`config.mk`:
```
export PLATFORM = sky130hd
export DESIGN_NAME = cnn_cmd_top
export DESIGN_NICKNAME = d
export VERILOG_FILES = /design/src/source/cnn_cmd_pkg.sv /design/src/source/cmd_fifo.sv /design/src/source/cmd_sequencer.sv /design/src/source/cnn_cmd_top.sv /design/src/source/layer_config_regs.sv /design/src/source/window_scanner.sv
export SDC_FILE = /design/constraint.sdc
export NUM_CORES = 1
export LEC_CHECK = 0
export BUFFER_PORTS_ARGS = -buffer_cell sky130_fd_sc_hd__buf_2
export CAP_MARGIN = 10
export CORE_ASPECT_RATIO = 0.6
export CORE_UTILIZATION = 25
export CTS_CLUSTER_DIAMETER = 80
export DETAILED_ROUTE_END_ITERATION = 7
export SLEW_MARGIN = 10
export SYNTH_ARGS = -nofsm -noshare
export SYNTH_HDL_FRONTEND = slang
export SYNTH_HIERARCHICAL = 1
export SYNTH_SLANG_ARGS = --single-unit
```
`constraint.sdc`:
```
create_clock -name clk -period 5.62 [get_ports clk]
set_input_delay 0.562 -clock clk [delete_from_list [all_inputs] [get_ports clk]]
set_output_delay 0.562 -clock clk [all_outputs]
set_load 0.02 [all_outputs]
```
`src/source/cnn_cmd_pkg.sv`:
```
package cnn_cmd_pkg;

    // Command words per layer descriptor
    localparam int cmd_burst_len = 3;

    // Layer operation codes carried in bits 2:0 of word 0
    typedef enum logic [2:0] {
        op_idle      = 3'b000,
        op_conv_relu = 3'b001,
        op_max_pool  = 3'b100,
        op_avg_pool  = 3'b101
    } layer_op_e;

    // Sequencer states, one bit per active state
    typedef enum logic [2:0] {
        st_idle    = 3'b000,
        st_cmd_get = 3'b010,
        st_op_run  = 3'b100
    } seq_state_e;

    // Decoded descriptor
    // Declared from the top of word 2 down to the bottom of word 0,
    // so the packed value equals {word2, word1, word0}
    typedef struct packed {
        // Word 2
        logic [15:0] stride2;
        logic [7:0]  kernel_size;
        logic [3:0]  slot;
        logic [3:0]  padding;
        // Word 1
        logic [15:0] o_channel;
        logic [15:0] i_channel;
        // Word 0
        logic [7:0]  o_side;
        logic [7:0]  i_side;
        logic [7:0]  kernel;
        logic [3:0]  stride;
        // Reserved bit 3 of word 0, kept so the struct is 96 bits
        logic        rsvd;
        layer_op_e   op;
    } layer_fields_t;

    // One kernel tap of one output pixel
    typedef struct packed {
        logic [7:0]        o_y;
        logic [7:0]        o_x;
        logic [7:0]        k_y;
        logic [7:0]        k_x;
        // Input coordinates, may go negative inside the padding border
        logic signed [9:0] in_y;
        logic signed [9:0] in_x;
        // Tap falls outside the input map
        logic              pad;
        // Final tap of the layer
        logic              last;
    } tap_t;

endpackage

```
`src/source/cmd_fifo.sv`:
```
`timescale 1ns/1ps

module cmd_fifo #(
    parameter int DEPTH = 8
) (
    input  logic        clk,
    input  logic        rst,
    input  logic        i_wr,
    input  logic [31:0] i_wr_data,
    input  logic        i_rd,
    output logic        o_full,
    output logic        o_valid,
    output logic [31:0] o_rd_data
);

    // Pointer and occupancy widths
    localparam int AW = (DEPTH > 1) ? $clog2(DEPTH) : 1;
    localparam int CW = $clog2(DEPTH + 1);

    logic [31:0]   mem [DEPTH];
    logic [AW-1:0] wr_ptr;
    logic [AW-1:0] rd_ptr;
    logic [CW-1:0] count;
    logic          empty;
    logic          wr_ok;
    logic          rd_ok;

    assign empty  = (count == '0);
    assign o_full = (count == CW'(DEPTH));

    // Writes into a full buffer and reads from an empty one are ignored
    assign wr_ok = i_wr && !o_full;
    assign rd_ok = i_rd && !empty;

    // Storage
    always_ff @(posedge clk) begin
        if (wr_ok) begin
            mem[wr_ptr] <= i_wr_data;
        end
    end

    // Registered read word, presented one cycle after the pop
    always_ff @(posedge clk) begin
        if (rd_ok) begin
            o_rd_data <= mem[rd_ptr];
        end
    end

    // Pointers, occupancy and the valid pulse
    always_ff @(posedge clk or posedge rst) begin
        if (rst) begin
            wr_ptr  <= '0;
            rd_ptr  <= '0;
            count   <= '0;
            o_valid <= 1'b0;
        end else begin
            o_valid <= rd_ok;
            if (wr_ok) begin
                // Wrap explicitly, depth need not be a power of two
                wr_ptr <= (wr_ptr == AW'(DEPTH - 1)) ? '0 : wr_ptr + 1'b1;
            end
            if (rd_ok) begin
                rd_ptr <= (rd_ptr == AW'(DEPTH - 1)) ? '0 : rd_ptr + 1'b1;
            end
            case ({wr_ok, rd_ok})
                2'b10:   count <= count + 1'b1;
                2'b01:   count <= count - 1'b1;
                default: count <= count;
            endcase
        end
    end

endmodule

```
`src/source/cmd_sequencer.sv`:
```
`timescale 1ns/1ps

module cmd_sequencer
    import cnn_cmd_pkg::*;
(
    input  logic          clk,
    input  logic          rst,
    input  logic          i_op_en,
    input  logic          i_valid,
    input  logic [31:0]   i_cmd,
    input  logic          i_layer_done,
    output logic          o_rd_en,
    output logic          o_start,
    output layer_fields_t o_fields,
    output seq_state_e    o_state
);

    seq_state_e state;
    seq_state_e state_nxt;

    // Index of the next descriptor word to arrive
    logic [1:0] burst_cnt;
    // Words known to be received, counting the one arriving now
    logic [2:0] words_seen;
    logic       last_word;

    // A read issued last cycle resolves this cycle as a valid pulse or not,
    // so only the read issued now is still open
    assign words_seen = {1'b0, burst_cnt} + {2'b00, i_valid};
    assign last_word  = i_valid && (burst_cnt == 2'(cmd_burst_len - 1));

    // Keep requesting until the whole burst is in, then stop
    // so no word of the next descriptor is popped
    assign o_rd_en = (state == st_cmd_get) && (words_seen < 3'(cmd_burst_len));

    assign o_state = state;

    // State register
    always_ff @(posedge clk or posedge rst) begin
        if (rst) begin
            state <= st_idle;
        end else begin
            state <= state_nxt;
        end
    end

    // Next state
    always_comb begin
        state_nxt = state;
        case (state)
            st_idle: begin
                if (i_op_en) begin
                    state_nxt = st_cmd_get;
                end
            end
            st_cmd_get: begin
                // Wait here as long as the FIFO stays empty
                if (last_word) begin
                    state_nxt = st_op_run;
                end
            end
            st_op_run: begin
                // Back to idle so the next layer can be fetched
                if (i_layer_done) begin
                    state_nxt = st_idle;
                end
            end
            default: state_nxt = st_idle;
        endcase
    end

    // Burst counter, cleared outside the fetch state
    always_ff @(posedge clk or posedge rst) begin
        if (rst) begin
            burst_cnt <= '0;
        end else if (state != st_cmd_get) begin
            burst_cnt <= '0;
        end else if (i_valid) begin
            burst_cnt <= burst_cnt + 1'b1;
        end
    end

    // Start pulse in the cycle after the last word
    always_ff @(posedge clk or posedge rst) begin
        if (rst) begin
            o_start <= 1'b0;
        end else begin
            o_start <= (state == st_cmd_get) && last_word;
        end
    end

    // Split each word into its layer fields
    always_ff @(posedge clk or posedge rst) begin
        if (rst) begin
            o_fields <= '0;
        end else if ((state == st_cmd_get) && i_valid) begin
            case (burst_cnt)
                2'd0: begin
                    o_fields.op     <= layer_op_e'(i_cmd[2:0]);
                    o_fields.rsvd   <= i_cmd[3];
                    o_fields.stride <= i_cmd[7:4];
                    o_fields.kernel <= i_cmd[15:8];
                    o_fields.i_side <= i_cmd[23:16];
                    o_fields.o_side <= i_cmd[31:24];
                end
                2'd1: begin
                    o_fields.i_channel <= i_cmd[15:0];
                    o_fields.o_channel <= i_cmd[31:16];
                end
                2'd2: begin
                    o_fields.padding     <= i_cmd[3:0];
                    o_fields.slot        <= i_cmd[7:4];
                    o_fields.kernel_size <= i_cmd[15:8];
                    o_fields.stride2     <= i_cmd[31:16];
                end
                default: ;
            endcase
        end
    end

endmodule

```
`src/source/cnn_cmd_top.sv`:
```
`timescale 1ns/1ps

module cnn_cmd_top
    import cnn_cmd_pkg::*;
#(
    parameter int FIFO_DEPTH = 8
) (
    input  logic          clk,
    input  logic          rst,
    input  logic          i_op_en,
    input  logic          i_cmd_wr,
    input  logic [31:0]   i_cmd_data,
    output logic          o_cmd_full,
    output seq_state_e    o_state,
    output layer_fields_t o_cfg,
    output logic          o_busy,
    output logic [15:0]   o_layer_count,
    output logic [31:0]   o_tap_count,
    output logic          o_tap_valid,
    output tap_t          o_tap
);

    // FIFO to sequencer
    logic          fifo_rd;
    logic          fifo_valid;
    logic [31:0]   fifo_data;
    // Sequencer to configuration block
    logic          seq_start;
    layer_fields_t seq_fields;
    logic          layer_done;
    // Configuration block to scanner
    logic          scan_go;
    logic          scan_done;

    cmd_fifo #(
        .DEPTH (FIFO_DEPTH)
    ) u_cmd_fifo (
        .clk       (clk),
        .rst       (rst),
        .i_wr      (i_cmd_wr),
        .i_wr_data (i_cmd_data),
        .i_rd      (fifo_rd),
        .o_full    (o_cmd_full),
        .o_valid   (fifo_valid),
        .o_rd_data (fifo_data)
    );

    cmd_sequencer u_cmd_sequencer (
        .clk          (clk),
        .rst          (rst),
        .i_op_en      (i_op_en),
        .i_valid      (fifo_valid),
        .i_cmd        (fifo_data),
        .i_layer_done (layer_done),
        .o_rd_en      (fifo_rd),
        .o_start      (seq_start),
        .o_fields     (seq_fields),
        .o_state      (o_state)
    );

    layer_config_regs u_layer_config_regs (
        .clk           (clk),
        .rst           (rst),
        .i_start       (seq_start),
        .i_fields      (seq_fields),
        .i_scan_done   (scan_done),
        .i_tap_valid   (o_tap_valid),
        .o_go          (scan_go),
        .o_cfg         (o_cfg),
        .o_layer_done  (layer_done),
        .o_busy        (o_busy),
        .o_layer_count (o_layer_count),
        .o_tap_count   (o_tap_count)
    );

    window_scanner u_window_scanner (
        .clk         (clk),
        .rst         (rst),
        .i_go        (scan_go),
        .i_cfg       (o_cfg),
        .o_tap_valid (o_tap_valid),
        .o_tap       (o_tap),
        .o_done      (scan_done)
    );

endmodule

```
`src/source/layer_config_regs.sv`:
```
`timescale 1ns/1ps

module layer_config_regs
    import cnn_cmd_pkg::*;
(
    input  logic          clk,
    input  logic          rst,
    input  logic          i_start,
    input  layer_fields_t i_fields,
    input  logic          i_scan_done,
    input  logic          i_tap_valid,
    output logic          o_go,
    output layer_fields_t o_cfg,
    output logic          o_layer_done,
    output logic          o_busy,
    output logic [15:0]   o_layer_count,
    output logic [31:0]   o_tap_count
);

    // Scanner completion goes straight back to the sequencer
    assign o_layer_done = i_scan_done;

    always_ff @(posedge clk or posedge rst) begin
        if (rst) begin
            o_go          <= 1'b0;
            o_cfg         <= '0;
            o_busy        <= 1'b0;
            o_layer_count <= '0;
            o_tap_count   <= '0;
        end else begin
            // Go trails start by one cycle, fields already latched by then
            o_go <= i_start;
            if (i_start) begin
                o_cfg <= i_fields;
            end

            // Busy rises together with go and drops after done
            if (i_start) begin
                o_busy <= 1'b1;
            end else if (i_scan_done) begin
                o_busy <= 1'b0;
            end

            // Status counters for the host
            if (i_scan_done) begin
                o_layer_count <= o_layer_count + 1'b1;
            end
            if (i_tap_valid) begin
                o_tap_count <= o_tap_count + 1'b1;
            end
        end
    end

endmodule

```
`src/source/window_scanner.sv`:
```
`timescale 1ns/1ps

module window_scanner
    import cnn_cmd_pkg::*;
(
    input  logic          clk,
    input  logic          rst,
    input  logic          i_go,
    input  layer_fields_t i_cfg,
    output logic          o_tap_valid,
    output tap_t          o_tap,
    output logic          o_done
);

    logic       running;
    // Done pulse for a layer with no taps
    logic       empty_done;
    logic       empty_layer;

    // Loop counters, k_x innermost
    logic [7:0] oy;
    logic [7:0] ox;
    logic [7:0] ky;
    logic [7:0] kx;
    logic       kx_end;
    logic       ky_end;
    logic       ox_end;
    logic       oy_end;
    logic       tap_last;

    // Coordinate math, wide enough that pad is exact before truncation
    logic [11:0]        oy_mul;
    logic [11:0]        ox_mul;
    logic signed [13:0] in_y_w;
    logic signed [13:0] in_x_w;
    logic signed [13:0] side_w;

    // Idle op, or a degenerate size, gives a layer without taps
    assign empty_layer = (i_cfg.op == op_idle) || (i_cfg.kernel == '0) ||
                         (i_cfg.o_side == '0);

    assign kx_end   = (kx == i_cfg.kernel - 8'd1);
    assign ky_end   = (ky == i_cfg.kernel - 8'd1);
    assign ox_end   = (ox == i_cfg.o_side - 8'd1);
    assign oy_end   = (oy == i_cfg.o_side - 8'd1);
    assign tap_last = kx_end && ky_end && ox_end && oy_end;

    // Loop control
    always_ff @(posedge clk or posedge rst) begin
        if (rst) begin
            running    <= 1'b0;
            empty_done <= 1'b0;
            oy         <= '0;
            ox         <= '0;
            ky         <= '0;
            kx         <= '0;
        end else begin
            empty_done <= i_go && empty_layer;
            if (i_go && !empty_layer) begin
                running <= 1'b1;
                oy      <= '0;
                ox      <= '0;
                ky      <= '0;
                kx      <= '0;
            end else if (running) begin
                // All counters wrap to zero on the final tap
                if (tap_last) begin
                    running <= 1'b0;
                end
                kx <= kx_end ? '0 : kx + 8'd1;
                if (kx_end) begin
                    ky <= ky_end ? '0 : ky + 8'd1;
                end
                if (kx_end && ky_end) begin
                    ox <= ox_end ? '0 : ox + 8'd1;
                end
                if (kx_end && ky_end && ox_end) begin
                    oy <= oy_end ? '0 : oy + 8'd1;
                end
            end
        end
    end

    // in = o * stride + k - padding
    assign oy_mul = oy * i_cfg.stride;
    assign ox_mul = ox * i_cfg.stride;
    assign in_y_w = $signed({2'b00, oy_mul}) + $signed({6'd0, ky}) -
                    $signed({10'd0, i_cfg.padding});
    assign in_x_w = $signed({2'b00, ox_mul}) + $signed({6'd0, kx}) -
                    $signed({10'd0, i_cfg.padding});
    assign side_w = $signed({6'd0, i_cfg.i_side});

    // Tap record straight from the counters, one per running cycle
    always_comb begin
        o_tap.o_y  = oy;
        o_tap.o_x  = ox;
        o_tap.k_y  = ky;
        o_tap.k_x  = kx;
        o_tap.in_y = in_y_w[9:0];
        o_tap.in_x = in_x_w[9:0];
        o_tap.pad  = (in_y_w < 0) || (in_y_w >= side_w) ||
                     (in_x_w < 0) || (in_x_w >= side_w);
        o_tap.last = running && tap_last;
    end

    assign o_tap_valid = running;
    // Done lines up with the last tap, or trails go for an empty layer
    assign o_done      = (running && tap_last) || empty_done;

endmodule

```
==> flow_summary.json, run 1 <==
{
  "outcome": "finished with violations",
  "ys.flop_type": "dfrtp_1",
  "synth_area_um2": 27200,
  "slew_headroom_pct": 33.5,
  "peakVddDrop_v": 0.000447,
  "synth_cell_types": 91,
  "viasPerCell": 4.47,
  "hold_violations": 0,
  "gp_congestion": 0.897,
  "drt_iter0_markers": 1418,
  "violations": "setup timing",
  "dp.cells": 3513,
  "synthCells": 1852,
  "start_util_pct": 25.3,
  "seq_power_share_pct": 34.9,
  "coreArea_um2": 108000,
  "syn_avg_cell_area_um2": 14.7,
  "path_max_fanout": 4,
  "p_comb_share_pct": 46.4,
  "ioPinCount": 240,
  "p_int_mw": 12.3,
  "routed_wl_mm": 75.2,
  "min_path_type": "primary input to register",
  "area_growth_pct": 20.0,
  "cpPeakStageDelay_ns": 0.53,
  "synth_seq_area_share_pct": 58.7,
  "worst_slack_ns": -0.813,
  "num_rows": 93,
  "setup_violations": 1,
  "routedWlPerCell_um": 20.7,
  "synth-seq-cells": 580,
  "clock_sinks": 580,
  "start_kind": "register",
  "clkSlewWorstSetupHoldPaths_ns": 0.08,
  "yosysWarnings": 6,
  "rsz0062_at_grt": "yes",
  "grt_pass1_wl_mm": 110,
  "timing.fmax_mhz": 155,
  "grt_pass1_vias": 15800,
  "cts_buffer_depth": 3,
  "drive_above_1_share_pct": 35.5,
  "switching_share_pct": 40.1,
  "power_switching_mw": 8.20,
  "nNetsFinal": 2335,
  "drv_cap": 0,
  "period_share_pct": 114,
  "die_w_um": 428,
  "clock_latency_ns": 0.64,
  "antenna_found_initial": 15,
  "dp_slack_ns": -0.178,
  "cts_buffers": 55,
  "crit_type": "register to primary output",
  "portBuffers": 238,
  "grt_max_degree": 119,
  "worst_pin_slew_ns": 0.997,
  "stdcell_count": 3635,
  "cp.required_ns": 5.06,
  "drc": 0,
  "period_needed_ns": 6.43,
  "worstSetupEndpointType": "primary output",
  "syn-num-nets": 2028,
  "dr_total_vias": 16200,
  "p_leak_nw": 13.2,
  "dieHeight_um": 257,
  "holdWs_ns": 0.201,
  "crit_chain": "buf_12, and2_4, fa_1, inv_1, fa_1, fa_1, inv_2, ha_4, a211oi_2, nor2_1, o21a_1, nor2_2, xnor2_2, ha_1, a22o_1, a221oi_2, nand2_1, nor4b_2, nand3_1, nor4_2, o2111a_1, nand4_1, buf_6",
  "postLayoutCoreUtil_pct": 30.3,
  "synth_edf_count": 288,
  "cts-root-buf": "clkbuf_16",
  "power_per_cell_area_nw_per_um2": 628,
  "dieArea_um2": 110000,
  "dr.pass1.iters": 6,
  "fin_skew_ns": 0.0411,
  "h-tree-depth": 2,
  "post-dp-hpwl_mm": 52.7,
  "synthArstFlopShare_pct": 50.3,
  "clkPwrFrac_pct": 18.7,
  "cts_tree": "built",
  "ant_nets": 0,
  "track_usage_pct": 13.5,
  "drv_slew": 0,
  "arrival_ns": 5.87,
  "overflow": 0,
  "cpMostUsedCell": "fa_1",
  "crit_slowest_cell": "fa_1"
}
[placed cells by master, fill, tap and decap left out, types with 35 or more instances in the layout]
cell type  count
buf_2        237
buf_4         78
clkbuf_16     55
dfrtp_1      281
edfxtp_1     288
fa_1          44
ha_1          82
inv_1        149
mux2_2       197
mux4_2        64
nand2_1       87
nor2_1        48
o21ai_0       35
xnor2_1       61
[final timing paths]
kind                                                     startpoint                                    end  slack (ns)  cells after the start
worst max-delay path                   u_layer_config_regs/o_cfg[5]                               o_tap[1]       -0.81                     23
worst min-delay path                                 i_cmd_data[16]                  u_cmd_fifo/mem[6][16]        0.20                      1
worst max register to register        u_layer_config_regs/o_cfg[24]  u_layer_config_regs/o_layer_count[15]        1.04                     14
worst min register to register  u_layer_config_regs/o_tap_count[31]    u_layer_config_regs/o_tap_count[31]        0.46                      1
max in group asynchronous                                       rst                u_cmd_sequencer/o_start        3.77                      4
min in group asynchronous                                       rst          u_layer_config_regs/o_cfg[26]        0.56                      3
[sequential cells by signal, indices dropped and copies added, names as in the netlist, 2 cells and up]
name and flops:
u_window_scanner/ox 8, u_cmd_fifo/count 4, u_cmd_fifo/mem 256, u_layer_config_regs/o_tap_count 32, u_layer_config_regs/o_layer_count 16, u_cmd_sequencer/o_fields 96, u_cmd_sequencer/o_state 2, u_window_scanner/oy 8
u_layer_config_regs/o_cfg 96, u_cmd_fifo/wr_ptr 3, u_cmd_fifo/rd_ptr 3, u_window_scanner/ky 8, u_cmd_fifo/o_rd_data 32, u_cmd_sequencer/burst_cnt 2, u_window_scanner/kx 8
[what timing repair did]
action | in CTS | in global routing
pin swaps | 28 | 17
setup buffers | 8 | 5
hold buffers | 1 | 0
endpoints found under the setup margin | 1 | 1
hold endpoints to repair | 28 | 0
gates cloned | 0 | 0
gates resized for setup | 30 | 17
[logic make-up (layout without fill, tap and decap cells)]
logic type | count (synthesis) | in the layout | share of synthesized area [%]
flip-flops | 580 | 580 | 58.7
other | 1 | 6 | 0.0138
AND/OR/NAND/NOR | 351 | 351 | 7.37
XOR/XNOR | 91 | 91 | 3.04
adder cells (fa/ha/maj) | 142 | 142 | 7.87
multiplexers | 301 | 301 | 15.5
buffers and inverters | 231 | 584 | 3.62
AO/OA/AOI/OAI | 155 | 155 | 3.86
[critical path: cells and delay by family (launching register included)]
family          cells  cell delay, ns
flops               1            0.46
buf+inv             4            0.44
compound gates      5            0.99
simple gates        8            1.18
fa+ha+maj           5            1.97
xor+xnor            1            0.16
[per-layer routing]
metal / wire [um] / vias up / track usage, %
met1: 36200 / 8272 / 20.1
met3: 6180 / 98 / 4.46
li1: - / 7349 / -
met5: 33 / - / 0
met4: 1470 / 6 / 2.64
met2: 31400 / 513 / 19.0
[power by group through the flow]
stage / clock network [mW] / registers (mW) / logic [mW]
3_5_place_dp: 0 / 7.28 / 8.96
4_1_cts: 3.97 / 7.20 / 9.24
3_3_place_gp: 0 / 7.25 / 8.92
2_1_floorplan: 0 / 7.05 / 5.94
6_report: 3.84 / 7.14 / 9.50
5_1_grt: 4.15 / 7.32 / 10.3
[metrics by stage]
stage	area, um2	setup TNS [ns]	power, mW
2_1_floorplan	27300	0	13.0
5_1_grt	32600	-1.06	21.8
3_3_place_gp	30400	-0.0493	16.2
6_report	32600	-0.813	20.5
3_5_place_dp	30400	-0.178	16.2
4_1_cts	32500	-0.707	20.4
[synthesized netlist by cell type (11+ instances only)]
| master | instances | area share [%] |
|---|---|---|
| o22ai_1 | 12 | 0.28 |
| o21ai_0 | 38 | 0.70 |
| nand2_1 | 90 | 1.2 |
| nor3_1 | 24 | 0.44 |
| mux2_2 | 197 | 8.2 |
| mux4_2 | 64 | 5.3 |
| nor2_1 | 53 | 0.73 |
| a21oi_1 | 30 | 0.55 |
| and3_1 | 13 | 0.30 |
| ha_1 | 91 | 4.2 |
| nand4_1 | 21 | 0.48 |
| and2_1 | 26 | 0.60 |
| edfxtp_1 | 288 | 32 |
| xor2_1 | 26 | 0.84 |
| clkbuf_1 | 37 | 0.51 |
| mux2_4 | 28 | 1.5 |
| nand2b_1 | 21 | 0.48 |
| nor2b_1 | 11 | 0.25 |
| dfrtp_1 | 292 | 27 |
| inv_1 | 156 | 2.2 |
| xnor2_1 | 63 | 2.0 |
| buf_2 | 20 | 0.37 |
| fa_1 | 49 | 3.6 |
| nand3_1 | 34 | 0.63 |
[final cells by class]
type                            instances  area, um2
Clock inverter                         33        373
Antenna cell                            5       12.5
Multi-Input combinational cell       1041      10500
Inverter                              156        596
Clock buffer                           70       1480
Timing Repair Buffer                  325       1910
Tap cell                             1425       1780
Fill cell                           10800      74900
Sequential cell                       580      16000
Note: power is estimated with default switching activity, not from simulation.
==> run 2, diff against run 1 <==
--- a/config.mk
+++ b/config.mk
@@ -11,6 +11,7 @@
 export CORE_UTILIZATION = 25
 export CTS_CLUSTER_DIAMETER = 80
 export DETAILED_ROUTE_END_ITERATION = 7
+export SKIP_LAST_GASP = 1
 export SLEW_MARGIN = 10
 export SYNTH_ARGS = -nofsm -noshare
 export SYNTH_HDL_FRONTEND = slang
==> constraint.sdc (replaced) <==
create_clock -name clk -period 5.62 [get_ports clk]
set_input_delay 0 -clock clk [delete_from_list [all_inputs] [get_ports clk]]
set_output_delay 0 -clock clk [all_outputs]
set_load 0.02 [all_outputs]
==> flow_summary.json, run 2 (synthesis results as in run 1) <==
{
  "timing.fmax_mhz": 171,
  "clkSlewWorstSetupHoldPaths_ns": 0.08,
  "power_switching_mw": 8.25,
  "routed_wl_mm": 75.2,
  "filler_cell_count": 10800,
  "period_needed_ns": 5.85,
  "final_cell_mix": "edfxtp_1, dfrtp_1, buf_2, mux2_2, inv_1",
  "p_int_mw": 12.4,
  "largest_reg_flops": 256,
  "grt_pass1_wl_mm": 112,
  "drive_above_1_share_pct": 34.8,
  "gp_congestion": 0.923,
  "violations": "setup timing",
  "cts_buffers": 56,
  "cpMostUsedCell": "fa_1",
  "cts_buffer_depth": 3,
  "nNetsFinal": 2356,
  "dr.pass1.iters": 6,
  "fin_skew_ns": 0.0554,
  "worst_slack_ns": -0.234,
  "cts-root-buf": "clkbuf_16",
  "worst_pin_slew_ns": 0.978,
  "die_w_um": 428,
  "fin_area_um2": 33000,
  "place_area_um2": 30300,
  "peakVddDrop_v": 0.000464,
  "h-tree-depth": 2,
  "area_growth_pct": 21.3,
  "crit_chain": "buf_6, nand2_1, fa_1, fa_1, fa_1, inv_1, ha_1, a21oi_2, nor2b_1, o21a_1, o21a_1, nor2_2, xnor2_2, ha_4, a221oi_2, nand2_1, nor4b_2, nand3_1, nor4_2, o2111a_1, nand4_1, buf_4",
  "viasPerCell": 4.49,
  "rsz0062_at_grt": "yes",
  "period_share_pct": 104,
  "crit_type": "register to primary output",
  "cpPeakStageDelay_ns": 0.54,
  "clock_latency_ns": 0.65,
  "min_path_type": "primary input to asynchronous set/reset pin",
  "drv_cap": 0,
  "power_per_cell_area_nw_per_um2": 627,
  "cp.required_ns": 5.62,
  "antenna_found_initial": 9,
  "num_rows": 93,
  "slew_headroom_pct": 34.8,
  "dieArea_um2": 110000,
  "cts_tree": "built",
  "dieHeight_um": 257,
  "grt_pass1_vias": 16400,
  "portBuffers": 238,
  "routedWlPerCell_um": 20.6,
  "outcome": "finished with violations",
  "crit_slowest_cell": "fa_1",
  "post-dp-hpwl_mm": 52.2,
  "overflow": 0,
  "start_kind": "register",
  "dp_slack_ns": 0.0918,
  "dr_total_vias": 16400,
  "path_max_fanout": 6,
  "p_comb_share_pct": 45.7,
  "ioPinCount": 240,
  "drc": 0,
  "arrival_ns": 5.85,
  "setup_violations": 1,
  "seq_power_share_pct": 34.6,
  "ant_nets": 0,
  "drt_iter0_markers": 1554,
  "start_util_pct": 25.3,
  "p_leak_nw": 13.4,
  "largest-register": "u_cmd_fifo/mem",
  "worstSetupEndpointType": "primary output",
  "track_usage_pct": 13.6,
  "drv_slew": 0,
  "grt_max_degree": 59,
  "clkPwrFrac_pct": 19.8,
  "coreArea_um2": 108000,
  "mostFrequentLayoutCell": "edfxtp_1",
  "switching_share_pct": 39.9,
  "top_regs": "u_cmd_fifo/mem: 256 flops, u_cmd_sequencer/o_fields: 96 flops, u_layer_config_regs/o_cfg: 96 flops",
  "clock_sinks": 580,
  "hold_violations": 0
}
==> run 2: cell count changes in the layout (fill, tap and decap cells not counted), moves of 4 or more <==
cell | previous run | this run
buf_4 | 78 | 66
clkbuf_1 | 10 | 4
clkbuf_8 | 5 | 9
clkinv_1 | 8 | 1
dfrtp_1 | 281 | 286
dfrtp_2 | 9 | 4
dlygate4sd3_1 | 1 | 35
==> run 2: what timing repair did <==
item | 4_1_cts | 5_1_grt
pin swaps | 21 | 30
setup endpoints to repair | 1 | 1
gates cloned | 0 | 0
resized for setup | 32 | 23
hold endpoints to repair | 404 | 0
hold buffers | 35 | 0
buffers inserted | 9 | 4
==> run 2: worst paths after layout <==
kind                                               start                                    end  slack [ns]  cells after the start
max in group asynchronous                            rst           u_cmd_sequencer/o_fields[41]        4.17                      4
hold / removal                                       rst          u_layer_config_regs/o_cfg[22]        0.06                      3
min in group clk                          i_cmd_data[15]                  u_cmd_fifo/mem[4][15]        0.20                      2
setup reg to reg           u_layer_config_regs/o_cfg[24]  u_layer_config_regs/o_layer_count[15]        0.94                     14
setup / recovery            u_layer_config_regs/o_cfg[5]                               o_tap[1]       -0.23                     22
hold reg to reg               u_layer_config_regs/o_busy             u_layer_config_regs/o_busy        0.48                      1
==> run 2: power groups by stage <==
stage	logic [mW]	registers (mW)	clock network, mW
floorplan	5.79	7.05	0
global placement	8.73	7.25	0
detailed placement	8.78	7.27	0
CTS	9.16	7.19	4.24
global route	10.3	7.34	4.39
finish	9.44	7.14	4.09
==> run 2: metrics by stage <==
stage	instances	TNS, ns	utilization, %	power [mW]	hold WS (ns)
2_1_floorplan	1852	0	-	12.8	-0.148
3_3_place_gp	3499	0	28.1	16.0	0.213
3_5_place_dp	3499	0	28.1	16.0	0.207
4_1_cts	3648	-0.211	30.5	20.6	0.0472
5_1_grt	3655	-0.360	30.7	22.0	0.0776
6_report	3655	-0.234	30.7	20.7	0.0619
==> run 2: area by class of cell <==
class	instances	area (um2)	share of cell area [%]
Inverter	156	593	1.80
Timing Repair Buffer	345	2110	6.40
Clock buffer	70	1550	4.70
Antenna cell	3	7.51	0.0228
Clock inverter	35	462	1.40
Sequential cell	580	16000	48.4
Multi-Input combinational cell	1041	10500	31.8
Tap cell	1425	1780	5.41
==> run 2: metal layers <==
layer | global-route usage [%] | up-vias | part of all wire [%]
met1 | 20.8 | 8374 | 49
met5 | 0 | - | 0.017
met3 | 3.45 | 95 | 7.3
li1 | - | 7384 | -
met2 | 18.9 | 551 | 41
met4 | 2.85 | 2 | 1.9
==> run 2: worst max-delay path: cells and delay by family (launching register included) <==
kind	cells	cell delay (ns)
xor gates and xnor gates	1	0.18
buffers and inverters	3	0.39
adders and majority gates	5	2.08
and+or+nand+nor	8	1.08
DFF	1	0.53
AOI/OAI and AO/OA	5	0.96
